File: src/hpm_cfg.svh
/*
 * Sizes, FIFO depths and CSR base addresses
 * for the performance-monitor unit
 */
`ifndef HPM_CFG_SVH
`define HPM_CFG_SVH

// Counter bank shape
`define HPM_NUM_COUNTERS 6
`define HPM_NR_COMMIT    2
`define HPM_XLEN         32

// CSR queue depths, request depth is also the initial host credit
`define HPM_REQ_DEPTH 4
`define HPM_RSP_DEPTH 4

// CSR bases for counter 3 onward
`define HPM_CSR_MCNT  12'hB03  // mhpmcounter3
`define HPM_CSR_MCNTH 12'hB83  // mhpmcounter3h
`define HPM_CSR_MEVT  12'h323  // mhpmevent3
`define HPM_CSR_CNT   12'hC03  // hpmcounter3, read only
`define HPM_CSR_CNTH  12'hC83  // hpmcounter3h, read only

`endif

File: src/hpm_pkg.sv
/*
 * Shared types of the performance-monitor unit
 * Functional unit and operation enums, event codes, event vector, CSR address
 */
package hpm_pkg;

  // Functional unit of a committed instruction
  typedef enum logic [2:0] {
    NONE,
    LOAD,
    STORE,
    ALU,
    CTRL_FLOW,
    MULT,
    CSR,
    FPU
  } fu_e;

  // Only the ops needed for call and return detection
  typedef enum logic [1:0] {
    OP_ADD,
    OP_JALR,
    OP_OTHER
  } op_e;

  // Event selector codes, value is the bit position in the event vector
  typedef enum logic [4:0] {
    EV_NONE        = 5'd0,
    EV_ICACHE_MISS = 5'd1,
    EV_DCACHE_MISS = 5'd2,
    EV_ITLB_MISS   = 5'd3,
    EV_DTLB_MISS   = 5'd4,
    EV_LOAD        = 5'd5,
    EV_STORE       = 5'd6,
    EV_EXCEPTION   = 5'd7,
    EV_ERET        = 5'd8,
    EV_BRANCH      = 5'd9,
    EV_MISPREDICT  = 5'd10,
    EV_CALL        = 5'd11,
    EV_RETURN      = 5'd12,
    EV_SB_FULL     = 5'd13,
    EV_IF_EMPTY    = 5'd14,
    EV_INT         = 5'd15,
    EV_FP          = 5'd16,
    EV_STALL_ISSUE = 5'd17
  } hpm_event_e;

  localparam int unsigned HPM_NUM_EVENTS = 18;

  // Bit 0 (EV_NONE) never set
  typedef logic [HPM_NUM_EVENTS-1:0] event_vec_t;

  typedef logic [11:0] csr_addr_t;

endpackage

File: src/hpm_fifo.sv
/*
 * Synchronous FIFO with a type parameter for the payload
 */
`timescale 1ns/1ps

module hpm_fifo #(
  parameter type         payload_t = logic [7:0],
  parameter int unsigned DEPTH     = 4
) (
  input  logic     clk_i,
  input  logic     rst_ni,
  input  logic     push_i,
  input  payload_t data_i,
  input  logic     pop_i,
  output payload_t data_o,
  output logic     empty_o,
  output logic     full_o
);

  localparam int unsigned PW = (DEPTH > 1) ? $clog2(DEPTH) : 1;
  localparam int unsigned CW = $clog2(DEPTH + 1);

  payload_t      mem [DEPTH];
  logic [PW-1:0] wr_ptr_q, rd_ptr_q;
  logic [CW-1:0] cnt_q;

  assign empty_o = (cnt_q == '0);
  assign full_o  = (cnt_q == CW'(DEPTH));
  assign data_o  = mem[rd_ptr_q];  // Head is visible before the pop

  always_ff @(posedge clk_i or negedge rst_ni) begin
    if (!rst_ni) begin
      wr_ptr_q <= '0;
      rd_ptr_q <= '0;
      cnt_q    <= '0;
    end else begin
      if (push_i) begin
        wr_ptr_q <= (wr_ptr_q == PW'(DEPTH - 1)) ? '0 : wr_ptr_q + 1'b1;
      end
      if (pop_i) begin
        rd_ptr_q <= (rd_ptr_q == PW'(DEPTH - 1)) ? '0 : rd_ptr_q + 1'b1;
      end
      case ({push_i, pop_i})
        2'b10:   cnt_q <= cnt_q + 1'b1;
        2'b01:   cnt_q <= cnt_q - 1'b1;
        default: cnt_q <= cnt_q;  // Both or neither
      endcase
    end
  end

  always_ff @(posedge clk_i) begin
    if (push_i) begin
      mem[wr_ptr_q] <= data_i;
    end
  end

  // Callers rely on credits, so overflow or underflow means a protocol bug upstream
  a_no_overflow : assert property (@(posedge clk_i) disable iff (!rst_ni) !(push_i && full_o));
  a_no_underflow : assert property (@(posedge clk_i) disable iff (!rst_ni) !(pop_i && empty_o));

endmodule

File: src/hpm_commit_decode.sv
/*
 * Pipeline stage 1
 * Classifies committed instructions and raw core events into a registered event vector
 */
`timescale 1ns/1ps
`include "hpm_cfg.svh"

module hpm_commit_decode (
  input  logic                                    clk_i,
  input  logic                                    rst_ni,
  input  logic                 [`HPM_NR_COMMIT-1:0] commit_ack_i,
  input  hpm_pkg::fu_e         [`HPM_NR_COMMIT-1:0] commit_fu_i,
  input  hpm_pkg::op_e         [`HPM_NR_COMMIT-1:0] commit_op_i,
  input  logic [`HPM_NR_COMMIT-1:0][4:0]           commit_rd_i,
  input  logic                                    icache_miss_i,
  input  logic                                    dcache_miss_i,
  input  logic                                    itlb_miss_i,
  input  logic                                    dtlb_miss_i,
  input  logic                                    exception_i,
  input  logic                                    eret_i,
  input  logic                                    mispredict_i,
  input  logic                                    sb_full_i,
  input  logic                                    if_empty_i,
  input  logic                                    stall_issue_i,
  input  logic                                    debug_mode_i,
  output hpm_pkg::event_vec_t                     event_vec_o,
  output logic                                    debug_o
);
  import hpm_pkg::*;

  logic [`HPM_NR_COMMIT-1:0] load_p, store_p, branch_p, call_p, ret_p, int_p, fp_p;
  event_vec_t                ev_d, ev_q;
  logic                      debug_q;

  // Per commit port classification
  always_comb begin
    for (int p = 0; p < `HPM_NR_COMMIT; p++) begin
      load_p[p]   = commit_ack_i[p] && (commit_fu_i[p] == LOAD);
      store_p[p]  = commit_ack_i[p] && (commit_fu_i[p] == STORE);
      branch_p[p] = commit_ack_i[p] && (commit_fu_i[p] == CTRL_FLOW);
      // Link register x1 or x5 marks a call, jal decodes as add
      call_p[p]   = commit_ack_i[p] && (commit_fu_i[p] == CTRL_FLOW) &&
                    (commit_op_i[p] == OP_ADD || commit_op_i[p] == OP_JALR) &&
                    (commit_rd_i[p] == 5'd1 || commit_rd_i[p] == 5'd5);
      ret_p[p]    = commit_ack_i[p] && (commit_op_i[p] == OP_JALR) && (commit_rd_i[p] == 5'd0);
      int_p[p]    = commit_ack_i[p] && (commit_fu_i[p] == ALU || commit_fu_i[p] == MULT);
      fp_p[p]     = commit_ack_i[p] && (commit_fu_i[p] == FPU);
    end
  end

  always_comb begin
    ev_d                 = '0;
    ev_d[EV_ICACHE_MISS] = icache_miss_i;
    ev_d[EV_DCACHE_MISS] = dcache_miss_i;
    ev_d[EV_ITLB_MISS]   = itlb_miss_i;
    ev_d[EV_DTLB_MISS]   = dtlb_miss_i;
    ev_d[EV_LOAD]        = |load_p;   // At most one count per cycle
    ev_d[EV_STORE]       = |store_p;
    ev_d[EV_EXCEPTION]   = exception_i;
    ev_d[EV_ERET]        = eret_i;
    ev_d[EV_BRANCH]      = |branch_p;
    ev_d[EV_MISPREDICT]  = mispredict_i;
    ev_d[EV_CALL]        = |call_p;
    ev_d[EV_RETURN]      = |ret_p;
    ev_d[EV_SB_FULL]     = sb_full_i;
    ev_d[EV_IF_EMPTY]    = if_empty_i;
    ev_d[EV_INT]         = |int_p;
    ev_d[EV_FP]          = |fp_p;
    ev_d[EV_STALL_ISSUE] = stall_issue_i;
  end

  always_ff @(posedge clk_i or negedge rst_ni) begin
    if (!rst_ni) begin
      ev_q    <= '0;
      debug_q <= 1'b0;
    end else begin
      ev_q    <= ev_d;
      debug_q <= debug_mode_i;  // Stays aligned with the events
    end
  end

  assign event_vec_o = ev_q;
  assign debug_o     = debug_q;

endmodule

File: src/hpm_csr_port.sv
/*
 * CSR access front end with credit-based request and response channels
 * Request and response queues around the counter bank access
 */
`timescale 1ns/1ps
`include "hpm_cfg.svh"

module hpm_csr_port (
  input  logic                     clk_i,
  input  logic                     rst_ni,
  // Host side
  input  logic                     req_valid_i,
  input  logic                     req_we_i,
  input  hpm_pkg::csr_addr_t       req_addr_i,
  input  logic [`HPM_XLEN-1:0]     req_wdata_i,
  output logic                     req_credit_o,
  output logic                     rsp_valid_o,
  output logic [`HPM_XLEN-1:0]     rsp_rdata_o,
  output logic                     rsp_err_o,
  input  logic                     rsp_credit_i,
  // Counter bank side
  output logic                     acc_valid_o,
  output logic                     acc_we_o,
  output hpm_pkg::csr_addr_t       acc_addr_o,
  output logic [`HPM_XLEN-1:0]     acc_wdata_o,
  input  logic [`HPM_XLEN-1:0]     acc_rdata_i,
  input  logic                     acc_err_i
);
  import hpm_pkg::*;

  typedef struct packed {
    logic                 we;
    csr_addr_t            addr;
    logic [`HPM_XLEN-1:0] wdata;
  } req_t;

  typedef struct packed {
    logic                 err;
    logic [`HPM_XLEN-1:0] rdata;
  } rsp_t;

  localparam int unsigned CW = $clog2(`HPM_RSP_DEPTH + 1);

  req_t          req_in, req_head;
  rsp_t          rsp_in, rsp_head;
  logic          req_empty, rsp_empty, rsp_full;
  logic          exec, send;
  logic [CW-1:0] credit_q;

  assign req_in = '{we: req_we_i, addr: req_addr_i, wdata: req_wdata_i};

  hpm_fifo #(.payload_t(req_t), .DEPTH(`HPM_REQ_DEPTH)) i_req_fifo (
    .clk_i, .rst_ni,
    .push_i(req_valid_i), .data_i(req_in),
    .pop_i(exec), .data_o(req_head),
    .empty_o(req_empty), .full_o()
  );

  // Execute only if the answer has somewhere to go
  assign exec         = !req_empty && !rsp_full;
  assign req_credit_o = exec;

  assign acc_valid_o = exec;
  assign acc_we_o    = req_head.we;
  assign acc_addr_o  = req_head.addr;
  assign acc_wdata_o = req_head.wdata;

  assign rsp_in = '{err: acc_err_i, rdata: acc_rdata_i};

  hpm_fifo #(.payload_t(rsp_t), .DEPTH(`HPM_RSP_DEPTH)) i_rsp_fifo (
    .clk_i, .rst_ni,
    .push_i(exec), .data_i(rsp_in),
    .pop_i(send), .data_o(rsp_head),
    .empty_o(rsp_empty), .full_o(rsp_full)
  );

  assign send        = (credit_q != '0) && !rsp_empty;
  assign rsp_valid_o = send;
  assign rsp_rdata_o = rsp_head.rdata;
  assign rsp_err_o   = rsp_head.err;

  // Response credits held by the port
  always_ff @(posedge clk_i or negedge rst_ni) begin
    if (!rst_ni) begin
      credit_q <= CW'(`HPM_RSP_DEPTH);
    end else begin
      case ({rsp_credit_i, send})
        2'b10:   credit_q <= credit_q + 1'b1;
        2'b01:   credit_q <= credit_q - 1'b1;
        default: credit_q <= credit_q;
      endcase
    end
  end

  // Host never returns more credits than responses it received
  a_credit_bound : assert property (@(posedge clk_i) disable iff (!rst_ni)
    credit_q <= CW'(`HPM_RSP_DEPTH));

endmodule

File: src/hpm_counter_bank.sv
/*
 * Pipeline stage 2
 * Programmable 64-bit event counters with selectors and CSR read and write decode
 */
`timescale 1ns/1ps
`include "hpm_cfg.svh"

module hpm_counter_bank (
  input  logic                 clk_i,
  input  logic                 rst_ni,
  input  hpm_pkg::event_vec_t  event_vec_i,
  input  logic                 debug_i,
  input  logic [31:0]          mcountinhibit_i,
  input  logic                 acc_valid_i,
  input  logic                 acc_we_i,
  input  hpm_pkg::csr_addr_t   acc_addr_i,
  input  logic [`HPM_XLEN-1:0] acc_wdata_i,
  output logic [`HPM_XLEN-1:0] acc_rdata_o,
  output logic                 acc_err_o
);
  import hpm_pkg::*;

  localparam int unsigned N  = `HPM_NUM_COUNTERS;
  localparam int unsigned XL = `HPM_XLEN;

  // Address range matches, one bit per counter
  logic [N-1:0] m_lo, m_hi, m_sel, m_clo, m_chi;
  logic [N-1:0] wr_lo, wr_hi, wr_sel, cnt_en;
  logic         hit, ro_write, acc_wr;

  logic [N-1:0][2*XL-1:0] cnt_val;
  logic [N-1:0][4:0]      sel_val;
  logic [XL-1:0]          rdata;

  always_comb begin
    for (int k = 0; k < N; k++) begin
      m_lo[k]  = (acc_addr_i == csr_addr_t'(`HPM_CSR_MCNT + k));
      m_hi[k]  = (acc_addr_i == csr_addr_t'(`HPM_CSR_MCNTH + k));
      m_sel[k] = (acc_addr_i == csr_addr_t'(`HPM_CSR_MEVT + k));
      m_clo[k] = (acc_addr_i == csr_addr_t'(`HPM_CSR_CNT + k));
      m_chi[k] = (acc_addr_i == csr_addr_t'(`HPM_CSR_CNTH + k));
    end
  end

  assign hit      = |{m_lo, m_hi, m_sel, m_clo, m_chi};
  assign ro_write = acc_we_i && |{m_clo, m_chi};  // Mirrors are read only
  assign acc_err_o = acc_valid_i && (!hit || ro_write);

  assign acc_wr = acc_valid_i && acc_we_i;
  assign wr_lo  = acc_wr ? m_lo : '0;
  assign wr_hi  = acc_wr ? m_hi : '0;
  assign wr_sel = acc_wr ? m_sel : '0;

  // Read mux, at most one range bit is set
  always_comb begin
    rdata = '0;
    for (int k = 0; k < N; k++) begin
      if (m_lo[k] || m_clo[k]) begin
        rdata = cnt_val[k][XL-1:0];
      end
      if (m_hi[k] || m_chi[k]) begin
        rdata = cnt_val[k][2*XL-1:XL];
      end
      if (m_sel[k]) begin
        rdata = XL'(sel_val[k]);  // Zero extended
      end
    end
  end

  assign acc_rdata_o = (acc_valid_i && !acc_err_o) ? rdata : '0;

  for (genvar k = 0; k < N; k++) begin : g_cnt
    logic [2*XL-1:0] cnt_q;
    logic [4:0]      sel_q;
    logic            ev_hit;

    // Codes past the last event are kept but never count
    assign ev_hit = (sel_q < 5'(HPM_NUM_EVENTS)) ? event_vec_i[sel_q] : 1'b0;

    // Counter k maps to hpmcounter k+3 and its inhibit bit
    assign cnt_en[k] = ev_hit && !debug_i && !mcountinhibit_i[k+3] && !wr_lo[k] && !wr_hi[k];

    always_ff @(posedge clk_i or negedge rst_ni) begin
      if (!rst_ni) begin
        cnt_q <= '0;
        sel_q <= '0;
      end else begin
        if (wr_lo[k]) begin
          cnt_q[XL-1:0] <= acc_wdata_i;
        end
        if (wr_hi[k]) begin
          cnt_q[2*XL-1:XL] <= acc_wdata_i;
        end
        if (cnt_en[k]) begin
          cnt_q <= cnt_q + 1'b1;
        end
        if (wr_sel[k]) begin
          sel_q <= acc_wdata_i[4:0];
        end
      end
    end

    assign cnt_val[k] = cnt_q;
    assign sel_val[k] = sel_q;
  end

  // Error only reported with an access in flight from the port
  a_err_valid : assert property (@(posedge clk_i) disable iff (!rst_ni)
    acc_err_o |-> acc_valid_i);

endmodule

File: src/hpm_top.sv
/*
 * Performance-monitor unit top level
 * Commit decode, CSR port and counter bank
 */
`timescale 1ns/1ps
`include "hpm_cfg.svh"

module hpm_top (
  input  logic                                   clk_i,
  input  logic                                   rst_ni,
  // Core commit and event inputs
  input  logic                [`HPM_NR_COMMIT-1:0] commit_ack_i,
  input  hpm_pkg::fu_e        [`HPM_NR_COMMIT-1:0] commit_fu_i,
  input  hpm_pkg::op_e        [`HPM_NR_COMMIT-1:0] commit_op_i,
  input  logic [`HPM_NR_COMMIT-1:0][4:0]          commit_rd_i,
  input  logic                                   icache_miss_i,
  input  logic                                   dcache_miss_i,
  input  logic                                   itlb_miss_i,
  input  logic                                   dtlb_miss_i,
  input  logic                                   exception_i,
  input  logic                                   eret_i,
  input  logic                                   mispredict_i,
  input  logic                                   sb_full_i,
  input  logic                                   if_empty_i,
  input  logic                                   stall_issue_i,
  input  logic                                   debug_mode_i,
  input  logic [31:0]                            mcountinhibit_i,
  // Host CSR channels
  input  logic                                   req_valid_i,
  input  logic                                   req_we_i,
  input  hpm_pkg::csr_addr_t                     req_addr_i,
  input  logic [`HPM_XLEN-1:0]                   req_wdata_i,
  output logic                                   req_credit_o,
  output logic                                   rsp_valid_o,
  output logic [`HPM_XLEN-1:0]                   rsp_rdata_o,
  output logic                                   rsp_err_o,
  input  logic                                   rsp_credit_i
);
  import hpm_pkg::*;

  event_vec_t           event_vec;
  logic                 debug_q;
  logic                 acc_valid, acc_we, acc_err;
  csr_addr_t            acc_addr;
  logic [`HPM_XLEN-1:0] acc_wdata, acc_rdata;

  hpm_commit_decode i_decode (
    .clk_i, .rst_ni,
    .commit_ack_i, .commit_fu_i, .commit_op_i, .commit_rd_i,
    .icache_miss_i, .dcache_miss_i, .itlb_miss_i, .dtlb_miss_i,
    .exception_i, .eret_i, .mispredict_i, .sb_full_i, .if_empty_i, .stall_issue_i,
    .debug_mode_i,
    .event_vec_o(event_vec), .debug_o(debug_q)
  );

  hpm_csr_port i_port (
    .clk_i, .rst_ni,
    .req_valid_i, .req_we_i, .req_addr_i, .req_wdata_i, .req_credit_o,
    .rsp_valid_o, .rsp_rdata_o, .rsp_err_o, .rsp_credit_i,
    .acc_valid_o(acc_valid), .acc_we_o(acc_we), .acc_addr_o(acc_addr),
    .acc_wdata_o(acc_wdata), .acc_rdata_i(acc_rdata), .acc_err_i(acc_err)
  );

  hpm_counter_bank i_bank (
    .clk_i, .rst_ni,
    .event_vec_i(event_vec), .debug_i(debug_q), .mcountinhibit_i,
    .acc_valid_i(acc_valid), .acc_we_i(acc_we), .acc_addr_i(acc_addr),
    .acc_wdata_i(acc_wdata), .acc_rdata_o(acc_rdata), .acc_err_o(acc_err)
  );

endmodule

File: config.mk
export PLATFORM = sky130hd
export DESIGN_NAME = hpm_top
export DESIGN_NICKNAME = d
export VERILOG_FILES = /design/src/hpm_pkg.sv /design/src/hpm_fifo.sv /design/src/hpm_commit_decode.sv /design/src/hpm_csr_port.sv /design/src/hpm_counter_bank.sv /design/src/hpm_top.sv
export VERILOG_INCLUDE_DIRS = /design/src
export SDC_FILE = /design/constraint.sdc
export NUM_CORES = 2
export LEC_CHECK = 0
export BUFFER_PORTS_ARGS = -buffer_cell sky130_fd_sc_hd__buf_2
export CORE_MARGIN = 2
export CORE_UTILIZATION = 56
export DETAILED_ROUTE_END_ITERATION = 6
export GPL_TIMING_DRIVEN = 0
export PLACE_DENSITY = 0.72
export SYNTH_ARGS = -nofsm -noshare
export SYNTH_HDL_FRONTEND = slang
export SYNTH_SLANG_ARGS = --single-unit
File: constraint.sdc
create_clock -name clk_i -period 7 [get_ports clk_i]
set_input_delay 1.4 -clock clk_i [delete_from_list [all_inputs] [get_ports clk_i]]
set_output_delay 1.4 -clock clk_i [all_outputs]
set_load 0.01 [all_outputs]
# Word level (Yosys, flattened, before mapping)
# Memory sizes are Yosys's and may differ from the RTL's.
# Index checks and enable logic that the tools add are counted.
[totals]
reg_bits = 449
ram_bits = 312
in_bits = 114
out_inout_bits = 35
word_cells = 307
mem_count = 2
[memory_table]
columns = ["name", "depth", "width", "rd", "rd_ports_with_merged_regs", "write_ports", "line", "text"]
rows = [
  ["i_port.i_req_fifo.mem", 4, 45, 1, 0, 1, "hpm_fifo.sv:23", "payload_t mem [DEPTH];"],
  ["i_port.i_rsp_fifo.mem", 4, 33, 1, 0, 1, "hpm_fifo.sv:23", ""],
]
[op_classes]
n_addsub = 16
order_cmp = 12
eq_ne = 59
mux = 69
n_reduce_logical = 122
[ops]
columns = ["op", "count"]
rows = [
  ["32-bit two-way mux", 31],
  ["64-bit by 1-bit adder with 64-bit output (second input constant)", 6],
  ["64-bit two-way mux", 6],
  ["12-bit == test (second input constant)", 24],
  ["12-bit by 10-bit == test with 1-bit output (second input constant)", 6],
  ["1-bit logical AND", 48],
  ["5-bit by 6-bit less-than comparator with 1-bit output (second input constant)", 6],
  ["1-bit binary-select mux with 5-bit select", 6],
  ["5-bit less-than comparator (second input constant)", 6],
  ["2-bit nonzero test", 15],
  ["30-bit OR reduction", 1],
  ["1-bit logical NOT", 24],
  ["3-bit == test (second input constant)", 7],
  ["1-bit logical OR", 19],
  ["6-bit two-way mux", 3],
  ["3-bit one-hot mux with 2 select lines", 3],
  ["1-bit two-way mux", 16],
  ["2-bit == test (second input constant)", 7],
  ["2-bit OR reduction", 7],
  ["3-bit by 2-bit == test with 1-bit output (second input constant)", 4],
  ["12-bit OR reduction", 1],
  ["2-bit by 1-bit == test with 1-bit output (second input constant)", 5],
  ["5-bit by 1-bit == test with 1-bit output (second input constant)", 2],
  ["5-bit by 3-bit == test with 1-bit output (second input constant)", 2],
  ["other kinds (9)", 23],
]

# Logic depth before layout (Yosys ltp)
# An unclocked memory read counts as a cell.
[depth]
word_depth = 22
depth_mapped = 14

# Cells and area by module
# Synthesis repeated with hierarchy kept, for this count alone.
[unflattened]
hier_cells = 3821
hier_area_um2 = 40621.5
[modules_own_cells]
columns = ["mod", "n_inst", "cells_each", "area_per_inst_um2", "seq_area_each_um2"]
rows = [
  ["hpm_counter_bank", 1, 3272, 27625.2, 10359.9],
  ["hpm_fifo (i_port.i_req_fifo)", 1, 273, 6932.9, 5580.4],
  ["hpm_fifo (i_port.i_rsp_fifo)", 1, 211, 5232.5, 4139.0],
  ["hpm_commit_decode", 1, 47, 646.9, 450.4],
  ["hpm_csr_port", 1, 18, 183.9, 76.3],
]

# Least setup slack after synthesis
# No wires, ideal clock.
[synth_timing]
kind = "register to register"
from = "register i_port.i_req_fifo.rd_ptr_q[1]"
to = "memory i_port.i_rsp_fifo.mem[0][3] (netlist bit), data pin"
setup_ns = 0.273
arrival_time_ns = 3.008
path_slack_ns = 3.719
stages_incl_launch_ff = 12
n_path_buf = 4
cell_sequence = "dfrtp_1 -> buf_2 -> buf_4 -> buf_4 -> mux4_2 -> nor3_2 -> nand2_1 -> nor3_2 -> buf_2 -> a221oi_1 -> o21a_1 -> a2111oi_1"
[synth_between]
elab_chain_len = 22
[synth_rtl]
columns = ["item", "line", "text"]
rows = [
  ["start: declaration", "hpm_fifo.sv:24", "logic [PW-1:0] wr_ptr_q, rd_ptr_q;"],
  ["start signal: assignment", "hpm_fifo.sv:41", "rd_ptr_q <= (rd_ptr_q == PW'(DEPTH - 1)) ? '0 : rd_ptr_q + 1'b1;"],
  ["memory read 4 x 45 bit *", "-", ""],
  ["12-bit == test, on equally long branches", "hpm_counter_bank.sv:37, hpm_counter_bank.sv:40", ""],
  ["1-bit logical OR", "hpm_counter_bank.sv:58", "if (m_lo[k] || m_clo[k]) begin"],
  ["32-bit two-way mux", "hpm_counter_bank.sv:58", ""],
  ["32-bit two-way mux", "hpm_counter_bank.sv:61", "if (m_hi[k] || m_chi[k]) begin"],
  ["32-bit two-way mux", "hpm_counter_bank.sv:64", "if (m_sel[k]) begin"],
  ["32-bit two-way mux", "hpm_counter_bank.sv:58", ""],
  ["32-bit two-way mux", "hpm_counter_bank.sv:61", ""],
  ["[... 7 more ...]", "-", ""],
  ["32-bit two-way mux", "hpm_counter_bank.sv:58", ""],
  ["32-bit two-way mux", "hpm_counter_bank.sv:61", ""],
  ["32-bit two-way mux", "hpm_counter_bank.sv:64", ""],
  ["32-bit two-way mux", "hpm_counter_bank.sv:58", ""],
  ["32-bit two-way mux", "hpm_counter_bank.sv:61", ""],
  ["32-bit two-way mux", "hpm_counter_bank.sv:64", ""],
  ["32-bit two-way mux *", "hpm_counter_bank.sv:70", "assign acc_rdata_o = (acc_valid_i && !acc_err_o) ? rdata : '0;"],
  ["named net acc_rdata[3]", "hpm_top.sv:45", "logic [`HPM_XLEN-1:0] acc_wdata, acc_rdata;"],
  ["end: declaration", "hpm_fifo.sv:23", ""],
]
# The timed path passes the listed nets; every way through them passes the cells marked *.

# Worst setup path in the final report
[layout_timing]
from = "register i_port.i_req_fifo.rd_ptr_q[1]"
to = "memory i_port.i_rsp_fifo.mem[2][22] (netlist bit), data pin"
# Same word-level chain as after synthesis.

==> summary.txt <==
Layout
  – Layout cells sized above 1: 0.139
  – Synth-to-layout area growth: 12.3%
  – Finished Cell Area: 0.0445 mm2
  – Most frequent cells in the layout: nand2_1 (460), dfrtp_1 (448), nor2_1 (374)
  – Leading cell type in the layout, fill and taps excluded: nand2_1
  – Total Nets Final: 4098

Die
  – Initial Util: 0.566
  – Row count: 97
  – I/O pins: roughly 150
  – Die Footprint: 0.0729 mm2
  – CORE AREA: 0.0700 mm2
  – Die Y: 270 um
  – Die X: 270 um

Setup path
  – R2R Setup Slk: ~1.8 ns
  – Crit path kind: reg -> reg
  – Critical Path AT: 5.57 ns
  – Worst reg2reg path depth: 11
  – Req. time, crit path: 7.37 ns
  – Critical R2R Capture: i_port.i_rsp_fifo.mem[2][22]$_DFFE_PP_
  – Startpoint Class: flip-flop
  – R2r startpoint: i_port.i_req_fifo.rd_ptr_q[1]$_DFFE_PN0P_
  – Worst-path fanout max: 10
  – Crit path capture type: flip-flop

Yosys
  – Top FF cell, synth: dfrtp_1
  – Largest family of logic cells by synthesized area: simple AND/OR/NAND/NOR gates
  – Distinct cells, synth: 97
  – Register area share after synthesis: 0.520
  – Synth Area in Simple Gates: 0.175
  – Mux cell area share after synthesis: 0.0775
  – Number of flops mapped to enable cells by yosys: 312
  – Synth Cell Area: 0.0396 mm2
  – Avg Inst Size Synth: 10.6 um2
  – Post-synthesis register bit count: 761
  – Synth Area in XOR/XNOR: 0.0460
  – Synth Area in Compound Gates: 0.142
  – Post-Synthesis Cells: 3746
  – Syn Nets: 3882
  – YS warnings: 0
  – Adder-Cell Fraction of Synth Area: 0.00752
  – Async S/R FF share, synth: 0.590

Clocking
  – CTS buffer count: 82
  – CTS sink cnt: roughly 760
  – Clock Path Buffers: 3
  – Worst-Skew Late Latency: 0.68 ns
  – CTS resizes: 0
  – CTS H-tree depth: 3
  – Clock transition at path regs: 0.06 ns
  – CTS tree: yes
  – Hold bufs inserted after CTS: 0
  – Post-CTS repair timing setup buffer count: 0
  – Root buf cell: clkbuf_16

Routing
  – Post-Route WL: 149000 um
  – Vias/cell: 6.88
  – Routed Antenna Nets: 0
  – Initial DRC count: approximately 5500
  – Drt pass-1 iters: 7
  – # DRC: 12
  – Total number of vias: approximately 34000
  – Avg WL per Cell: 30.0 um

Global routing
  – Number of global-route vias before repair: 31800
  – Largest net degree at the start of global routing: between 100 and 150
  – Grt ovf: 0
  – Antenna violations before repair: 10
  – Total Routing Usage GR: 0.408
  – Global-route wire length before repair: 217000 um

Status
  – Status: complete, but fails checks
  – Violated checks: design-rule violations, max-capacitance violations, max-slew violations

Timing
  – Hold Fails Final Rpt: 0
  – Unrepaired setup endpoints after global routing: no
  – Worst Tran Pin Value: 1.69 ns
  – F_max: around 190 MHz
  – Final cycle utilization of the critical path: 0.743
  – Slew margin rel.: -0.124
  – Setup Skew: 0.0340 ns
  – Slew Limit Fails: 11
  – Setup TNS Final: 0 ns
  – Final Critical Period: about 5.2 ns
  – Final setup viols: 0

Hold path
  – Worst Hold Launch: i_port.i_req_fifo.cnt_q[2]$_DFFE_PN0P_
  – Hold WC Path Type: reg -> reg
  – Hold Path Sink: i_port.i_req_fifo.cnt_q[2]$_DFFE_PN0P_
  – Hold Path Depth: 1

Placement
  – Final GP Congestion: 1.07
  – Post-DP Area: between 0.04 and 0.05 mm2
  – Post-DP HPWL: 110000 um
  – I/O Buffers: approximately 120

Power and ir drop
  – P_leak: 16.2 nW
  – Power Dens Cells: 340 mW/mm2
  – Worst VDD drop: 0.290 mV
  – Total power: 15.1 mW

Job
  – Max_cap viols: 1
[through the flow]
stage / cells / setup WS, ns / utilization / hold slack [ns]
global route: 4971 / 1.87 / 0.635 / 0.505
global placement: 4808 / -5.13 / 0.591 / 0.451
detailed placement: 4818 / 2.06 / 0.595 / 0.465
floorplan: 3746 / 3.72 / - / 0.434
finish: 4974 / 1.80 / 0.636 / 0.480
CTS: 4970 / 2.06 / 0.635 / 0.473
[cell usage after synthesis (all sizes together) (7+ instances only)]
cell      n  area share
nand2   466       0.045
a221o    21      0.0053
nand2b    7      0.0013
ha       19      0.0060
a221oi   54       0.012
or3      13      0.0023
buf      74       0.010
o21ai   251       0.032
a21oi   177       0.022
a211oi   63       0.012
and3    120       0.019
mux4    101       0.057
a22oi    41      0.0078
xnor2   133       0.029
nor2    379       0.036
nand3   173       0.022
o211ai   36      0.0068
and4     20      0.0045
xor2     75       0.017
nand4    72       0.012
or2      12      0.0019
o22ai    30      0.0047
a222oi   27      0.0068
a311oi   43      0.0095
nor4     25      0.0059
o21a      7      0.0013
mux2i    30      0.0076
a31oi    15      0.0027
clkbuf  155       0.015
dfrtp   448        0.28
and2     28      0.0045
nor3     89       0.014
o221a    12      0.0034
inv      75      0.0071
a22o     14      0.0031
mux2     44       0.013
edfxtp  312        0.24
o311ai   18      0.0040
or4       7      0.0013
[state kept, by name (all words and copies together), names as in the netlist, 3 cells and up]
signal / flops
i_port.i_req_fifo.mem: 180
i_port.i_rsp_fifo.cnt_q: 3
i_port.i_rsp_fifo.mem: 132
i_bank.g_cnt.cnt_q: 384
i_bank.g_cnt.sel_q: 30
i_port.credit_q: 3
i_decode.event_vec_o: 17
i_port.i_req_fifo.cnt_q: 3
[kinds of logic (layout without fill, tap and decap cells)]
family / count (synthesis) / count (layout)
AO/OA/AOI/OAI: 843 / 843
XOR/XNOR: 208 / 208
adder cells (fa/ha/maj): 22 / 22
buffers and inverters: 304 / 588
flip-flops: 761 / 761
multiplexers: 175 / 175
other: 0 / 4
AND/OR/NAND/NOR: 1433 / 1433
[worst max path at each step]
| stage | from | end | slack (ns) | cells after the start |
|---|---|---|---|---|
| 2_1_floorplan | i_port.i_req_fifo.rd_ptr_q[1]$_DFFE_PN0P_ | i_port.i_rsp_fifo.mem[0][3]$_DFFE_PP_ | 3.72 | 11 |
| 3_3_place_gp | rst_ni | i_port.credit_q[1]$_DFFE_PN0P_ | -5.13 | 1 |
| 3_5_place_dp | i_port.i_req_fifo.rd_ptr_q[1]$_DFFE_PN0P_ | i_port.i_rsp_fifo.mem[3][22]$_DFFE_PP_ | 2.06 | 13 |
| 4_1_cts | i_port.i_req_fifo.rd_ptr_q[1]$_DFFE_PN0P_ | i_port.i_rsp_fifo.mem[2][22]$_DFFE_PP_ | 2.06 | 13 |
| 5_1_grt | i_port.i_req_fifo.rd_ptr_q[1]$_DFFE_PN0P_ | i_port.i_rsp_fifo.mem[3][22]$_DFFE_PP_ | 1.87 | 13 |
| 6_report | i_port.i_req_fifo.rd_ptr_q[1]$_DFFE_PN0P_ | i_port.i_rsp_fifo.mem[2][22]$_DFFE_PP_ | 1.80 | 11 |
[per-layer routing]
metal  up-vias  GRT usage  part of all wire
met4        12      0.287             0.086
met5         -          0           0.00078
met3       541      0.132              0.13
li1      14400          -                 -
met2      2405      0.568              0.42
met1     16800      0.540              0.37
[layout make-up]
class / count / area [um2]
flip-flops and latches: 761 / 20600
diodes: 4 / 10.0
clock inverters: 51 / 636
well taps: 940 / 1180
fillers: 5654 / 25500
plain buffers: 229 / 991
clock buffers: 101 / 2200
inverters: 75 / 282
repair buffers: 132 / 830
multi-input cells: 2681 / 17800
[worst max-delay path, cell delays in order (launching register included)]
cell and delay, ns:
dfrtp_1 0.36, buf_2 0.21, buf_4 0.24, buf_4 0.23, mux4_2 0.60, nor4_2 0.67, and3_1 0.25, buf_2 0.25
clkbuf_1 0.61, a221oi_1 0.44, and3_1 0.37, a21oi_1 0.65
[where the power goes]
part / internal (mW) / switching, mW
sequential: 5.41 / 0.451
clock: 2.61 / 1.96
combinational: 1.34 / 3.37
total: 9.36 / 5.78
Power figures use the tool's default switching activity.
